===== src/common/memBusPkg.sv =====
`default_nettype none

package memBusPkg;

    localparam int ADDR_W    = 32;
    localparam int DATA_W    = 32;
    localparam int BYTE_W    = 8;
    localparam int RAM_AW    = 12;             // only the low address bits reach the RAM.
    localparam int RAM_BYTES = 1 << RAM_AW;

    // the encoded value is the index of the last byte of the access.
    typedef enum logic [1:0] {
        LEN_BYTE = 2'd0,
        LEN_HALF = 2'd1,
        LEN_WORD = 2'd3
    } accessLen;

endpackage

`default_nettype wire


===== src/common/lsuPkg.sv =====
`default_nettype none

package lsuPkg;

    localparam int TAG_W     = 4;
    localparam int SLB_DEPTH = 4;              // power of two.
    localparam int SLB_PTR_W = $clog2(SLB_DEPTH);

    typedef enum logic [2:0] {
        LB, LH, LW, LBU, LHU, SB, SH, SW
    } memOp;

    typedef enum logic [1:0] {
        IDLE, READ, WRITE, FINISH
    } ctrlState;

    function automatic memBusPkg::accessLen opLen(memOp op);
        case (op)
            LB, LBU, SB: return memBusPkg::LEN_BYTE;
            LH, LHU, SH: return memBusPkg::LEN_HALF;
            default:     return memBusPkg::LEN_WORD;
        endcase
    endfunction

    function automatic logic opIsStore(memOp op);
        return (op == SB) || (op == SH) || (op == SW);
    endfunction

endpackage

`default_nettype wire


===== src/dcache/dataPort.sv =====
`timescale 1ns/1ps
`default_nettype none

module dataPort (
    input  wire                          clk,
    input  wire                          rst,
    input  wire                          rdy,
    input  wire                          portEn,
    input  wire lsuPkg::memOp            portOp,
    input  wire [memBusPkg::ADDR_W-1:0]  portAddr,
    input  wire [memBusPkg::DATA_W-1:0]  portData,
    input  wire [lsuPkg::TAG_W-1:0]      portTag,
    input  wire                          mcDone,
    input  wire [memBusPkg::DATA_W-1:0]  mcRdata,
    output logic                         busy,
    output logic                         mcEn,
    output lsuPkg::memOp                 mcOp,
    output logic [memBusPkg::ADDR_W-1:0] mcAddr,
    output logic [memBusPkg::DATA_W-1:0] mcWdata,
    output logic                         doneEn,
    output logic [memBusPkg::DATA_W-1:0] doneData,
    output logic [lsuPkg::TAG_W-1:0]     doneTag
);

    logic                     occupied;
    logic [lsuPkg::TAG_W-1:0] tagLatch;        // tag of the request in flight.

    // held high through reset so nothing issues early.
    always_comb begin
        if (rst) begin
            busy = 1'b1;
        end else if (rdy) begin
            busy = occupied;
        end else begin
            busy = 1'b0;
        end
    end

    always_ff @(posedge clk) begin
        if (rst) begin
            occupied <= 1'b0;
            mcEn     <= 1'b0;
            doneEn   <= 1'b0;
        end else if (rdy) begin
            doneEn <= mcDone;
            mcEn   <= portEn;
            if (portEn) begin
                occupied <= 1'b1;
            end else if (mcDone) begin
                occupied <= 1'b0;
            end
        end
    end

    always_ff @(posedge clk) begin
        if (rdy) begin
            if (portEn) begin
                mcOp     <= portOp;
                mcAddr   <= portAddr;
                mcWdata  <= portData;
                tagLatch <= portTag;
            end
            if (mcDone) begin
                doneData <= mcRdata;
                doneTag  <= tagLatch;
            end
        end
    end

endmodule

`default_nettype wire


===== config.mk =====
export PLATFORM = sky130hd
export DESIGN_NAME = dataPort
export DESIGN_NICKNAME = d
export VERILOG_FILES = /design/src/common/memBusPkg.sv /design/src/common/lsuPkg.sv /design/src/dcache/dataPort.sv
export SDC_FILE = /design/constraint.sdc
export NUM_CORES = 1
export LEC_CHECK = 0
export BUFFER_PORTS_ARGS = -buffer_cell sky130_fd_sc_hd__buf_4
export CAP_MARGIN = 20
export CORE_MARGIN = 2
export CORE_UTILIZATION = 42
export CTS_CLUSTER_SIZE = 12
export DETAILED_ROUTE_END_ITERATION = 16
export PLACE_DENSITY = 0.79
export SLEW_MARGIN = 20
export SYNTH_ARGS = -nofsm -noshare
export SYNTH_HDL_FRONTEND = slang
export SYNTH_SLANG_ARGS = --single-unit

===== constraint.sdc =====
create_clock -name clk -period 3 [get_ports clk]
set_clock_uncertainty 0.1 [all_clocks]
set_input_delay 0.6 -clock clk [delete_from_list [all_inputs] [get_ports clk]]
set_output_delay 0.6 -clock clk [all_outputs]
set_load 0.02 [all_outputs]

==> flow_summary.yaml <==
critical_path:
  path_buf_inv: 2
  path_max_fanout: 5
  end_kind: "output port"
  path_delay_family: "buffers and inverters"
  cpMostUsedCell: "buf_4"
  crit_chain: "buf_4, a21o_2, buf_4"
  path_class: "in2out"
  cpMaxStageDelayCell: "a21o_2"
  r2r_slack_ps: 2270
  crit_path_start_kind: "input pin"
  required_ps: 2300
  max_stage_delay_ps: 190
  arrival_ps: 1070
global_routing:
  antenna_found_initial: 0
  grt_max_degree: 72
  grt.overflow.total: 0
  grt_pass1_vias: 2021
  grt.total_usage: 0.161
  grt_pass1_wl_um: 10000
cts:
  cts_hold_buf: 0
  cts_resized: 0
  clkTransAtPathRegs_ps: 100
  clk_path_buf_depth: 2
  cts_buffers: 9
  cts_tree: "done"
  htreeDepth: 3
  cts_setup_buffers: 0
  cts.sinks: 110
  root_buffer: "clkbuf_8"
  insertion_delay_ps: 350
logic_synthesis:
  yosys.area.top_type: "edfxtp_1"
  syn_area_um2: 3340
  ys_types: 11
  yosys_warnings: 0
  synth_most_common_cell: "edfxtp_1"
  synth_edf_count: 107
  synthesis.nets: 228
  ys_ff_latch: 110
  ys_top_cells_by_count: "107 x edfxtp_1, 3 x dfxtp_1, 2 x nand2b_1"
  synth_area_per_cell_um2: 27.8
  seq_area_frac_synth: 0.980
  ys_async_sr_fraction: 0
  synth_top_area_frac: 0.962
  synth_top_flop_cell: "edfxtp_1"
  synth_area_leaders: "edfxtp_1 96%, dfxtp_1 1.8%, nand2b_1 0.37%, o22ai_2 0.37%, mux2i_1 0.30%"
  synth_cells: 120
final_layout:
  fin_util: 0.680
  diodes: 0
  drive_above_1_share: 0.660
  num-nets-final: 453
  post-route-cell-area_um2: 5260
  syn_to_final_growth_pct: 57.3
floorplanning:
  io_pins: 214
  die_h_um: 93.2
  core_area_um2: 7730
  start_util: 0.432
  die_w_um: 93.2
  die_area_um2: 8680
  num_rows: 32
power:
  swShare: 0.227
  p_switching_uw: 676
  intPower_uw: 2300
  p_comb_frac: 0.136
  vdd_drop_max_mv: 0.343
  p_seq_frac: 0.613
  clkPwrFrac: 0.251
  power_per_cell_area_nw_per_um2: 567
  power_leakage_uw: 0.00217
  total_power_uw: 2980
timing:
  report.final.setup_viol: 0
  fin_setup_tns_ps: 0
  fin_crit_ps: 1770
  tightest_slew_ps: 759
  rsz0062_at_grt: "no"
  hold_ws_ps: 312
  fmax_mhz: 565
  slew_violations: 0
  hold_violations: 0
  period_share: 0.590
  slew_headroom: 0.494
placed_design:
  io_buffers: 213
  place.gp.congestion: 0.699
  place_area_um2: 5090
detailed_routing:
  drt_first_pass_iters: 4
  post_drt_wl_per_cell_um: 15.6
  wl_um: 7070
  drt_iter0_drc: 68
  final_antenna_net_count: 0
  drcViolationCount: 0
  vias_per_cell: 4.40
  vias: 1988
hold_path:
  hp-class: "in2reg"
flow_run:
  cap_violations: 0
status:
  run_status: "complete, no violations"
-- power by group through the flow --
stage	registers [uW]	logic [uW]	clock network (uW)
finish	1820	406	748
global route	1830	429	834
CTS	1830	412	777
detailed placement	1860	411	0
global placement	1860	406	0
floorplan	1980	26.7	0
-- path summary, 6_finish.rpt --
check                        startpoint              endpoint  cells after the start
setup / recovery                    rdy                  busy                      3
hold / removal             portAddr[14]  mcAddr[14]$_DFFE_PP_                      1
setup reg to reg  tagLatch[0]$_DFFE_PP_  doneTag[0]$_DFFE_PP_                      0
hold reg to reg   tagLatch[2]$_DFFE_PP_  doneTag[2]$_DFFE_PP_                      0
-- flip-flops by register name, summed over array words and instances, names as in the netlist --
register	cells
mcWdata	32
occupied	1
doneEn	1
doneData	32
tagLatch	4
mcEn	1
doneTag	4
mcAddr	32
mcOp	3
-- through the flow --
| step | instances | worst slack [ps] |
|---|---|---|
| floorplan | 120 | 401 |
| global placement | 436 | 1150 |
| detailed placement | 436 | 1130 |
| CTS | 452 | 1220 |
| global route | 452 | 1210 |
| finish | 452 | 1230 |
-- placed cells by master (no fill, tap or decap) --
cell          n
nor2_1        1
buf_12        1
mux2i_1       1
inv_2         1
clkinv_4      2
nand2b_1      2
nand2_1       1
o22ai_2       1
dfxtp_1       3
buf_4       213
clkbuf_1      2
a21oi_1       1
and2_2        1
clkinvlp_4    2
a21o_2        1
clkbuf_8      9
clkinv_1      1
edfxtp_1    107
-- cells by family (layout without fill, tap and decap cells) --
| family | after synthesis | count (layout) | synth area share |
|---|---|---|---|
| buffers and inverters | 1 | 231 | 0.00112 |
| muxes | 1 | 1 | 0.00300 |
| AOI/OAI and AO/OA | 3 | 3 | 0.00786 |
| DFF | 110 | 110 | 0.980 |
| and+or+nand+nor | 5 | 5 | 0.00824 |
-- routing by layer --
metal / global-route usage / vias up / wire [um]
met5: 0 / - / 0
met4: 0.0809 / 0 / 138
met3: 0.0975 / 11 / 1100
met2: 0.271 / 148 / 3500
met1: 0.154 / 903 / 2330
li1: - / 926 / -
-- layout make-up --
cell class	count	area [um^2]
Sequential cell	110	3270
Fill cell	524	2470
Timing Repair Buffer	214	1620
Clock buffer	11	131
Tap cell	102	128
Multi-Input combinational cell	9	63.8
Clock inverter	5	36.3
Inverter	1	3.75
Power figures use the tool's default switching activity.
