### config.mk
export PLATFORM = sky130hd
export DESIGN_NAME = loadStoreBuffer
export DESIGN_NICKNAME = d
export VERILOG_FILES = /design/src/common/memBusPkg.sv /design/src/common/lsuPkg.sv /design/src/slb/loadStoreBuffer.sv
export SDC_FILE = /design/constraint.sdc
export NUM_CORES = 1
export LEC_CHECK = 0
export ABC_CLOCK_PERIOD_IN_PS = 3000
export BUFFER_PORTS_ARGS = -buffer_cell sky130_fd_sc_hd__clkbuf_2
export CAP_MARGIN = 20
export CORE_ASPECT_RATIO = 0.8
export CORE_MARGIN = 1.5
export CORE_UTILIZATION = 54
export CTS_BUF_LIST = sky130_fd_sc_hd__clkbuf_4
export DETAILED_ROUTE_END_ITERATION = 8
export PLACE_DENSITY = 0.88
export SYNTH_ARGS = -nofsm -noshare
export SYNTH_HDL_FRONTEND = slang
export SYNTH_SLANG_ARGS = --single-unit
### constraint.sdc
create_clock -name clk -period 3 [get_ports clk]
set_input_delay 0.15 -clock clk [delete_from_list [all_inputs] [get_ports clk]]
set_output_delay 0.15 -clock clk [all_outputs]
set_load 0.005 [all_outputs]
### src/common/memBusPkg.sv
`default_nettype none

package memBusPkg;

    localparam int ADDR_W    = 32;
    localparam int DATA_W    = 32;
    localparam int BYTE_W    = 8;
    localparam int RAM_AW    = 12;             // only the low address bits reach the RAM.
    localparam int RAM_BYTES = 1 << RAM_AW;

    // the encoded value is the index of the last byte of the access.
    typedef enum logic [1:0] {
        LEN_BYTE = 2'd0,
        LEN_HALF = 2'd1,
        LEN_WORD = 2'd3
    } accessLen;

endpackage

`default_nettype wire

### src/common/lsuPkg.sv
`default_nettype none

package lsuPkg;

    localparam int TAG_W     = 4;
    localparam int SLB_DEPTH = 4;              // power of two.
    localparam int SLB_PTR_W = $clog2(SLB_DEPTH);

    typedef enum logic [2:0] {
        LB, LH, LW, LBU, LHU, SB, SH, SW
    } memOp;

    typedef enum logic [1:0] {
        IDLE, READ, WRITE, FINISH
    } ctrlState;

    function automatic memBusPkg::accessLen opLen(memOp op);
        case (op)
            LB, LBU, SB: return memBusPkg::LEN_BYTE;
            LH, LHU, SH: return memBusPkg::LEN_HALF;
            default:     return memBusPkg::LEN_WORD;
        endcase
    endfunction

    function automatic logic opIsStore(memOp op);
        return (op == SB) || (op == SH) || (op == SW);
    endfunction

endpackage

`default_nettype wire

### src/slb/loadStoreBuffer.sv
`timescale 1ns/1ps
`default_nettype none

module loadStoreBuffer (
    input  wire                          clk,
    input  wire                          rst,
    input  wire                          rdy,
    input  wire                          issueEn,
    input  wire lsuPkg::memOp            issueOp,
    input  wire [memBusPkg::ADDR_W-1:0]  issueAddr,
    input  wire [memBusPkg::DATA_W-1:0]  issueData,
    input  wire [lsuPkg::TAG_W-1:0]      issueTag,
    input  wire                          busy,
    output logic                         full,
    output logic                         portEn,
    output lsuPkg::memOp                 portOp,
    output logic [memBusPkg::ADDR_W-1:0] portAddr,
    output logic [memBusPkg::DATA_W-1:0] portData,
    output logic [lsuPkg::TAG_W-1:0]     portTag
);

    // queue storage, one array per field.
    lsuPkg::memOp                 opQ   [lsuPkg::SLB_DEPTH];
    logic [memBusPkg::ADDR_W-1:0] addrQ [lsuPkg::SLB_DEPTH];
    logic [memBusPkg::DATA_W-1:0] dataQ [lsuPkg::SLB_DEPTH];
    logic [lsuPkg::TAG_W-1:0]     tagQ  [lsuPkg::SLB_DEPTH];

    logic [lsuPkg::SLB_PTR_W-1:0] head;
    logic [lsuPkg::SLB_PTR_W-1:0] tail;
    logic [lsuPkg::SLB_PTR_W:0]   count;
    logic                         accept;
    logic                         launch;

    assign full   = (count == (lsuPkg::SLB_PTR_W + 1)'(lsuPkg::SLB_DEPTH));
    assign accept = issueEn && !full;

    // busy only rises the cycle after our own pulse.
    assign launch = (count != '0) && !busy && !portEn;

    always_ff @(posedge clk) begin
        if (rst) begin
            head   <= '0;
            tail   <= '0;
            count  <= '0;
            portEn <= 1'b0;
        end else if (rdy) begin
            portEn <= launch;
            if (accept) begin
                tail <= tail + 1'b1;           // wraps at the depth.
            end
            if (launch) begin
                head <= head + 1'b1;
            end
            if (accept && !launch) begin
                count <= count + 1'b1;
            end else if (launch && !accept) begin
                count <= count - 1'b1;
            end
        end
    end

    always_ff @(posedge clk) begin
        if (rdy) begin
            if (accept) begin
                opQ[tail]   <= issueOp;
                addrQ[tail] <= issueAddr;
                dataQ[tail] <= issueData;
                tagQ[tail]  <= issueTag;
            end
            // head fields go out together with the pulse.
            if (launch) begin
                portOp   <= opQ[head];
                portAddr <= addrQ[head];
                portData <= dataQ[head];
                portTag  <= tagQ[head];
            end
        end
    end

endmodule

`default_nettype wire

==> run_results.csv <==
group,metric,value,unit
pwr,power.density,730.8,nW/µm²
synth,yosys_warnings,0,
synth,synth_common_cells,"edfxtp_1 (355), mux4_2 (71), dfxtp_1 (8)",
timing,setup_violations,0,
synth,synth-seq-cells,363,
global_route,antenna_found_initial,0,
worst_setup_path,start_kind,"register",
placement,portBuffers,148,
pwr,p_leak,5.464,nW
routing,drc,0,
routing,drt_iter0_markers,405,
global_route,grtUsageTotal,19.86,%
clock_tree,postCtsSetupBuffers,0,
worst_setup_path,critPathBufInv,1,
run,drv_cap,0,
worst_setup_path,r2r_setup_slack,0.68,ns
worst_setup_path,critPathTopFamily,"simple AND/OR/NAND/NOR gates",
finish,drive_gt1_share,42.66,%
synth,synthArstFlopShare,0,%
floorplan,io_pins,149,
worst_setup_path,cpPeakStageDelay,0.57,ns
worst_setup_path,crit_path_max_fanout,6,
synth,seq_area_frac_synth,83.97,%
synth,yosys.area.top_type,"edfxtp_1",
routing,vias_per_cell,5.280,
finish,n_antenna_cell,0,
synth,synth_top_area_share,82.73,%
timing,worstMarginPinSlew,0.6303,ns
pwr,total_power,11.64,mW
clock_tree,clock-sinks,363,
timing,fin_crit_sh,77.49,%
worst_setup_path,cpMostUsedCell,"nor2b_1",
synth,synth_nets,579,
synth,synth_most_common_cell,"edfxtp_1",
timing,relSlewSlack,57.93,%
finish,final_area,15930,µm²
routing,wire_per_inst,19.95,µm
worst_setup_path,critPathArrivalTime,2.90,ns
floorplan,core_area,23400,µm²
global_route,grt_overflow,0,
timing,period_needed,2.325,ns
timing,fin_skew,0.04133,ns
pwr,ir_worst_vdd,454.3,µV
worst_setup_path,path_class,"reg -> reg",
floorplan,die-height,141.2,µm
global_route,grt_max_degree,42,
timing,fmax,0.4302,GHz
clock_tree,cts.path.max_buffers,3,
worst_setup_path,critPathSlowestCell,"dlygate4sd3_1",
synth,synth-edff-count,355,
synth,synth_cells,497,
timing,holdWs,0.2195,ns
synth,ys.flop_type,"edfxtp_1",
placement,place_hpwl,13640,µm
floorplan,dieWidth,175.7,µm
clock_tree,cts.clk_slew.worst_paths,0.07,ns
finish,fillCellCount,1494,
clock_tree,cts_made_buffers,85,
synth,syn_area,12890,µm²
timing,final_hold_viol_count,0,
routing,wl,23480,µm
synth,ys_top_cells_by_area,"edfxtp_1 (83%), mux4_2 (12%), dfxtp_1 (1.2%)",
placement,routabilityCongestion,0.7864,
timing,setup-tns-final,0,ns
worst_setup_path,endpoint_kind,"register",
floorplan,initial_core_util,55.07,%
clock_tree,cts_tree,"built",
hold_path,hold_class,"in -> reg",
finish,fin_nets,883,
worst_setup_path,path_cells,"nor3b_2, nor2b_1, ha_1, nor2b_1, xnor2_1, nor2_1, dlygate4sd3_1",
clock_tree,cts_root_buffer,"clkbuf_4",
global_route,grt_pass1_vias,6792,
synth,synth_cell_type_count,30,
routing,ant_nets,0,
synth,synth_area_per_cell,25.93,µm²
global_route,grt_pass1_wl,36710,µm
timing,rsz0062_at_grt,"false",
routing,first_pass_iters,4,
worst_setup_path,cp.required,3.57,ns
routing,dr_total_vias,6215,
clock_tree,htreeDepth,3,
placement,placed_cell_area,14080,µm²
run_status,status,"finished, final reports clean",
floorplan,rows,50,
finish,area_growth,23.63,%
clock_tree,worstSkewPairLatency,0.69,ns
timing,slew_viol_final,0,
floorplan,die-area,24810,µm²
## layout by cell type, fill, tap and decap left out, types with 4 or more instances in the layout
master,count
edfxtp_1,355
dfxtp_1,6
clkinv_2,5
and2_4,4
ha_1,5
clkinv_1,24
dlygate4sd3_1,76
buf_12,7
mux4_2,71
nor2b_1,4
clkbuf_2,148
clkbuf_4,118
nor2_1,7
## power by group
group          leakage [nW]  internal [mW]  switching, mW
Sequential             3.29           6.09          0.203
Combinational          1.53          0.774          0.706
Clock                 0.647           2.09           1.78
Total                  5.46           8.95           2.69
## worst reg2reg max path: cells and delay by family, from the launching register on
| family | cells | cell delay, ns |
|---|---|---|
| XOR/XNOR | 1 | 0.17 |
| buffers and inverters | 1 | 0.57 |
| flip-flops | 1 | 0.38 |
| adder cells (fa/ha/maj) | 1 | 0.28 |
| AND/OR/NAND/NOR | 4 | 0.82 |
## cell type report
cell class	count	area [µm²]	share of cell area [%]
clock buffers	118	885.9	5.560
flip-flops and latches	363	10830	67.97
repair buffers	234	1664	10.45
inverters	4	16.27	0.1021
clock inverters	33	207.7	1.304
well taps	312	390.4	2.450
multi-input cells	113	1939	12.17
## cells by family (layout without fill, tap and decap cells)
kind of cell / after synthesis / in the layout / synth area share (%)
flops: 363 / 363 / 83.97
mux: 74 / 74 / 12.72
simple gates: 25 / 25 / 1.194
buf+inv: 21 / 389 / 1.058
fa+ha+maj: 6 / 6 / 0.6408
compound gates: 6 / 6 / 0.2815
xor+xnor: 2 / 2 / 0.1360
## state kept, by name, summed over array words and instances (netlist names)
| name | cells |
|---|---|
| addrQ | 128 |
| dataQ | 128 |
| portAddr | 32 |
| portData | 32 |
| tagQ | 16 |
| opQ | 12 |
| portTag | 4 |
| count | 3 |
| portOp | 3 |
| head | 2 |
| tail | 2 |
| portEn | 1 |
## routing by layer
metal / share of wire, % / track usage, % / vias up
met5: 0 / 0 / -
met3: 6.0 / 4.854 / 34
met2: 51 / 32.60 / 217
met1: 41 / 26.17 / 3176
met4: 1.4 / 7.377 / 0
li1: - / - / 2788
## stage by stage
stage          instances  worst slack, ns  util (%)
4_1_cts             1177           0.7156     68.09
3_5_place_dp         950           0.8313     60.17
2_1_floorplan        497           0.1651         -
6_report            1177           0.6753     68.09
5_1_grt             1177           0.4862     68.09
3_3_place_gp         950           0.9132     60.17
## final timing paths
kind,cells past startpoint,end,start
min,2,dataQ[0][21],issueData[21]
min reg2reg,2,portEn,portEn
max,7,count[0],count[2]
max reg2reg,7,count[0],count[2]
## repair_timing
action                    in CTS  in global routing
resized for setup              0                  0
hold endpoints to repair     292                  0
hold buffers                  76                  0
No activity file was read; power rests on OpenSTA's default activity.
