`config.mk`:
```
export PLATFORM = sky130hd
export DESIGN_NAME = memCtrl
export DESIGN_NICKNAME = d
export VERILOG_FILES = /design/src/common/memBusPkg.sv /design/src/common/lsuPkg.sv /design/src/memCtrl.sv
export SDC_FILE = /design/constraint.sdc
export NUM_CORES = 1
export LEC_CHECK = 0
export BUFFER_PORTS_ARGS = -buffer_cell sky130_fd_sc_hd__buf_4
export CORE_MARGIN = 2
export CORE_UTILIZATION = 58
export DETAILED_ROUTE_END_ITERATION = 8
export PLACE_DENSITY = 0.95
export SYNTH_ARGS = -nofsm -noshare
export SYNTH_HDL_FRONTEND = slang
export SYNTH_SLANG_ARGS = --single-unit
export TNS_END_PERCENT = 50
```
`constraint.sdc`:
```
create_clock -name clk -period 5.4 [get_ports clk]
set_input_delay 1.62 -clock clk [delete_from_list [all_inputs] [get_ports clk]]
set_output_delay 1.62 -clock clk [all_outputs]
set_load 0.01 [all_outputs]
```
`src/common/memBusPkg.sv`:
```
`default_nettype none

package memBusPkg;

    localparam int ADDR_W    = 32;
    localparam int DATA_W    = 32;
    localparam int BYTE_W    = 8;
    localparam int RAM_AW    = 12;             // only the low address bits reach the RAM.
    localparam int RAM_BYTES = 1 << RAM_AW;

    // the encoded value is the index of the last byte of the access.
    typedef enum logic [1:0] {
        LEN_BYTE = 2'd0,
        LEN_HALF = 2'd1,
        LEN_WORD = 2'd3
    } accessLen;

endpackage

`default_nettype wire

```
`src/common/lsuPkg.sv`:
```
`default_nettype none

package lsuPkg;

    localparam int TAG_W     = 4;
    localparam int SLB_DEPTH = 4;              // power of two.
    localparam int SLB_PTR_W = $clog2(SLB_DEPTH);

    typedef enum logic [2:0] {
        LB, LH, LW, LBU, LHU, SB, SH, SW
    } memOp;

    typedef enum logic [1:0] {
        IDLE, READ, WRITE, FINISH
    } ctrlState;

    function automatic memBusPkg::accessLen opLen(memOp op);
        case (op)
            LB, LBU, SB: return memBusPkg::LEN_BYTE;
            LH, LHU, SH: return memBusPkg::LEN_HALF;
            default:     return memBusPkg::LEN_WORD;
        endcase
    endfunction

    function automatic logic opIsStore(memOp op);
        return (op == SB) || (op == SH) || (op == SW);
    endfunction

endpackage

`default_nettype wire

```
`src/memCtrl.sv`:
```
`timescale 1ns/1ps
`default_nettype none

module memCtrl (
    input  wire                          clk,
    input  wire                          rst,
    input  wire                          rdy,
    input  wire                          mcEn,
    input  wire lsuPkg::memOp            mcOp,
    input  wire [memBusPkg::ADDR_W-1:0]  mcAddr,
    input  wire [memBusPkg::DATA_W-1:0]  mcWdata,
    input  wire [memBusPkg::BYTE_W-1:0]  ramDout,
    output logic                         mcDone,
    output logic [memBusPkg::DATA_W-1:0] mcRdata,
    output logic [memBusPkg::RAM_AW-1:0] ramAddr,
    output logic                         ramWe,
    output logic [memBusPkg::BYTE_W-1:0] ramDin
);

    lsuPkg::ctrlState             state;
    lsuPkg::memOp                 op;
    logic [1:0]                   idx;         // byte being presented to the RAM.
    logic [1:0]                   lastIdx;
    logic [1:0]                   rdIdx;       // byte returning from the RAM.
    logic                         rdValid;
    logic [memBusPkg::RAM_AW-1:0] base;
    logic [memBusPkg::RAM_AW-1:0] curAddr;
    logic [memBusPkg::RAM_AW-1:0] lastAddr;
    logic [memBusPkg::DATA_W-1:0] wdata;
    logic [memBusPkg::DATA_W-1:0] rdata;
    logic [memBusPkg::DATA_W-1:0] loadWord;

    function automatic logic [memBusPkg::DATA_W-1:0] extendLoad(
        lsuPkg::memOp o,
        logic [memBusPkg::DATA_W-1:0] w
    );
        case (o)
            lsuPkg::LB:  return {{(memBusPkg::DATA_W-8){w[7]}}, w[7:0]};
            lsuPkg::LH:  return {{(memBusPkg::DATA_W-16){w[15]}}, w[15:0]};
            lsuPkg::LBU: return {{(memBusPkg::DATA_W-8){1'b0}}, w[7:0]};
            lsuPkg::LHU: return {{(memBusPkg::DATA_W-16){1'b0}}, w[15:0]};
            lsuPkg::LW:  return w;
            default:     return '0;            // stores report zero.
        endcase
    endfunction

    assign curAddr = base + {{(memBusPkg::RAM_AW-2){1'b0}}, idx};

    // during a pause the RAM keeps seeing the last active address.
    assign ramAddr = rdy ? curAddr : lastAddr;
    assign ramWe   = rdy && (state == lsuPkg::WRITE);
    assign ramDin  = wdata[idx*memBusPkg::BYTE_W +: memBusPkg::BYTE_W];

    // last byte of a load is still on ramDout during FINISH.
    always_comb begin
        loadWord = rdata;
        loadWord[rdIdx*memBusPkg::BYTE_W +: memBusPkg::BYTE_W] = ramDout;
    end

    always_ff @(posedge clk) begin
        if (rst) begin
            state   <= lsuPkg::IDLE;
            idx     <= '0;
            rdValid <= 1'b0;
            mcDone  <= 1'b0;
        end else if (rdy) begin
            mcDone  <= 1'b0;
            rdValid <= (state == lsuPkg::READ);
            case (state)
                lsuPkg::IDLE: begin
                    if (mcEn) begin
                        idx   <= '0;
                        state <= lsuPkg::opIsStore(mcOp) ? lsuPkg::WRITE : lsuPkg::READ;
                    end
                end
                lsuPkg::READ, lsuPkg::WRITE: begin
                    if (idx == lastIdx) begin
                        state <= lsuPkg::FINISH;
                    end else begin
                        idx <= idx + 2'd1;
                    end
                end
                default: begin
                    mcDone <= 1'b1;
                    state  <= lsuPkg::IDLE;
                end
            endcase
        end
    end

    always_ff @(posedge clk) begin
        if (rdy) begin
            lastAddr <= ramAddr;
            rdIdx    <= idx;
            if (rdValid) begin
                rdata[rdIdx*memBusPkg::BYTE_W +: memBusPkg::BYTE_W] <= ramDout;
            end
            if (state == lsuPkg::IDLE && mcEn) begin
                op      <= mcOp;
                base    <= mcAddr[memBusPkg::RAM_AW-1:0];
                wdata   <= mcWdata;
                lastIdx <= lsuPkg::opLen(mcOp);
            end
            if (state == lsuPkg::FINISH) begin
                mcRdata <= extendLoad(op, loadWord);
            end
        end
    end

endmodule

`default_nettype wire

```
==> results.md <==
* Core area at 9680 µm²
* Period Utilization, post-route at 80.5%
* Drt first pass iters at 5
* Routed wire length at between 10 and 15 mm
* ANT nets after route at 0
* CTS HTree Levels at 4
* Final Skew at approximately 4.9 ps
* Worst vdd ir at around 0.25 mV
* Ys Warns at 0
* First-pass GRT wire length at roughly 18 mm
* Worst Tran Pin Value at between 1000 and 1500 ps
* IO Count at 133
* Post-synthesis cell count at around 410
* Die width at between 100 and 150 µm
* Critical path arrival at approximately 2700 ps
* #FFs+latches synth at 133
* Post CTS Setup Buffer Count at 0
* GR Util All Layers at ~22%
* Crit path from: idx[1]
* Startpoint Class: register
* Nets at ~620
* Area taken by multi-input logic gates at around 1500 µm²
* Clock Latency Late Sink at approximately 500 ps
* Minimum clock period at 4340 ps
* RSZ-0062 raised after global routing: false
* Post-Syn Area at approximately 5700 µm²
* Sw Pwr at 538 µW
* Outcome: complete, no violations
* Total number of vias at about 3800
* Tightest Hold Check Type: reg2reg
* TritonCTS clock tree: done
* Die area at approximately 11000 µm²
* Required time of the worst setup path at roughly 3800 ps
* Clk Tree Root Cell: clkbuf_8
* Post-Syn Nets at between 500 and 600
* Leakage at approximately 0.0029 µW
* TritonCTS buffer count at 17
* Prevailing post-synth register cell: edfxtp_1
* Filler cells at between 500 and 600
* Final Hold Viols at 0
* Final setup fails at 0
* Chip height at 103 µm
* Residual DRC at 0
* Rows at 36
* RD Place Congestion at approximately 0.84
* Initial antenna violation count at 0
* Slew Limit Fails at 0
* Hold buffer count at cts at 0
* Clk buf depth at 2
* Vias per inst at roughly 5.6
* Flop pwr share at ~48%
* Pwr/cell area at ~350 nW/µm²
* Clk pwr share at about 44%
* Max-cap violation count at 0
* Avg Cell Area, Syn at ~14 µm²
* Post-DP HPWL at approximately 7.4 mm
* Sw frac at about a fifth
* Seq/Total Area, Yosys at 68.8%
* Crit Path Category: reg2out
* DRT iter0 DRCs at ~210
* Pin count of the biggest net entering global routing at 50
* Util after Layout at between 70% and 80%
* Share of cells above drive strength 1 at between 20% and 30%
* Ant. Diodes at 0
* EDFF count, synth at 127
* Setup crit end kind: primary output
* Pint at between 1500 and 2000 µW
* Hold Startpoint: rdValid
* Vias in the first global route at between 3000 and 4000
* Routed len/inst at 16.7 µm
* Comb power frac at approximately 8.6%
* Seq. cell area at about 3900 µm²
* Layout area overhead at 26.6%
* Slew HR at about 29%
* Post-cts sizing count at 0
* Worst r2r src: rdIdx[0]
* Clk sinks at about 130
* CP max FO at 14
* TNS Setup at 0 ps
* FFs w/ async S/R, synth at 0%
* Initial Util at 59.0%
* Input/output buffers at approximately 110
* Distinct cells, synth at 47
* Fmax at 230 MHz
* CTS clk-pin slew, worst paths at around 60 ps
* GR Overflow Total at 0
## worst paths after layout
kind | to | slack (ps) | cells past startpoint
setup / recovery | ramAddr[10] | 1060 | 6
hold reg to reg | rdValid | 510 | 2
setup reg to reg | mcRdata[23] | 2650 | 6
hold / removal | rdValid | 510 | 2
## layout make-up
type                            count  share of cell area [%]
Inverter                           62                    3.22
Multi-Input combinational cell    200                    20.4
Clock buffer                       21                    5.93
Timing Repair Buffer              115                    11.9
Clock inverter                     11                    1.85
Tap cell                          133                    2.30
Sequential cell                   133                    54.4
## cells in the final DEF (no fill, tap or decap), types with 9 or more instances in the layout
| cell type | instances |
|---|---|
| nand2_1 | 14 |
| a21oi_1 | 14 |
| xnor2_1 | 12 |
| nand3_1 | 10 |
| nor2b_1 | 13 |
| a2bb2oi_1 | 15 |
| edfxtp_1 | 127 |
| ha_1 | 12 |
| inv_1 | 62 |
| clkbuf_16 | 16 |
| buf_4 | 115 |
| nor2_1 | 16 |
| o21ai_0 | 33 |
| o21a_1 | 9 |
## synth_stat cells, types with 9 or more instances
| library cell | number | area [µm²] |
|---|---|---|
| nand3_1 | 10 | 50.1 |
| nor2_1 | 16 | 60.1 |
| ha_1 | 12 | 150 |
| nor2b_1 | 13 | 81.3 |
| clkbuf_1 | 10 | 37.5 |
| inv_1 | 62 | 233 |
| o21a_1 | 9 | 67.6 |
| edfxtp_1 | 127 | 3810 |
| nand2_1 | 14 | 52.6 |
| a2bb2oi_1 | 15 | 131 |
| a21oi_1 | 14 | 70.1 |
| xnor2_1 | 12 | 105 |
| o21ai_0 | 33 | 165 |
## kinds of logic (layout without fill, tap and decap cells)
family	after synthesis	count (layout)	share of synthesized area [%]
DFF	133	133	68.8
AOI/OAI and AO/OA	83	83	9.28
buffers and inverters	80	209	5.49
and+or+nand+nor	77	77	7.24
xor gates and xnor gates	14	14	2.14
adders and majority gates	13	13	2.98
muxes	13	13	4.07
## routing by layer
metal  vias to the layer above  routed length [µm]  global-route usage [%]
met2                       199                5760                    37.8
met3                        16                1000                    7.12
met4                         0                 173                    9.62
met5                         -                   0                       0
met1                      1818                4310                    26.3
li1                       1720                   -                       -
## through the flow
step	hold WS [ps]	area, µm²	setup WS [ps]	power (µW)	std cells
after floorplan	431	5720	1280	1340	413
after global placement	465	6670	1260	1420	643
after detailed placement	493	6670	1230	1430	643
after CTS	507	7230	1060	2520	675
after global routing	548	7240	851	2590	675
final	509	7240	1060	2520	675
## state kept, by name (all words and copies together), names as in the netlist, 2 cells and up
name	flops
wdata	32
lastIdx	2
idx	2
mcRdata	32
state	2
lastAddr	12
base	12
rdata	32
rdIdx	2
op	3
## worst max-delay path: stages, from the launching register on
cell	delay (ps)
dfxtp_1	780
fa_1	370
nand3_1	180
nor4_1	410
xnor2_1	110
a21oi_1	210
buf_4	160
## power by group through the flow
stage	combinational [µW]	sequential [µW]	clock, µW
2_1_floorplan	121	1220	0
3_3_place_gp	201	1220	0
3_5_place_dp	213	1220	0
4_1_cts	217	1200	1110
5_1_grt	237	1200	1150
6_report	217	1200	1100
Note: power is estimated with default switching activity, not from simulation.
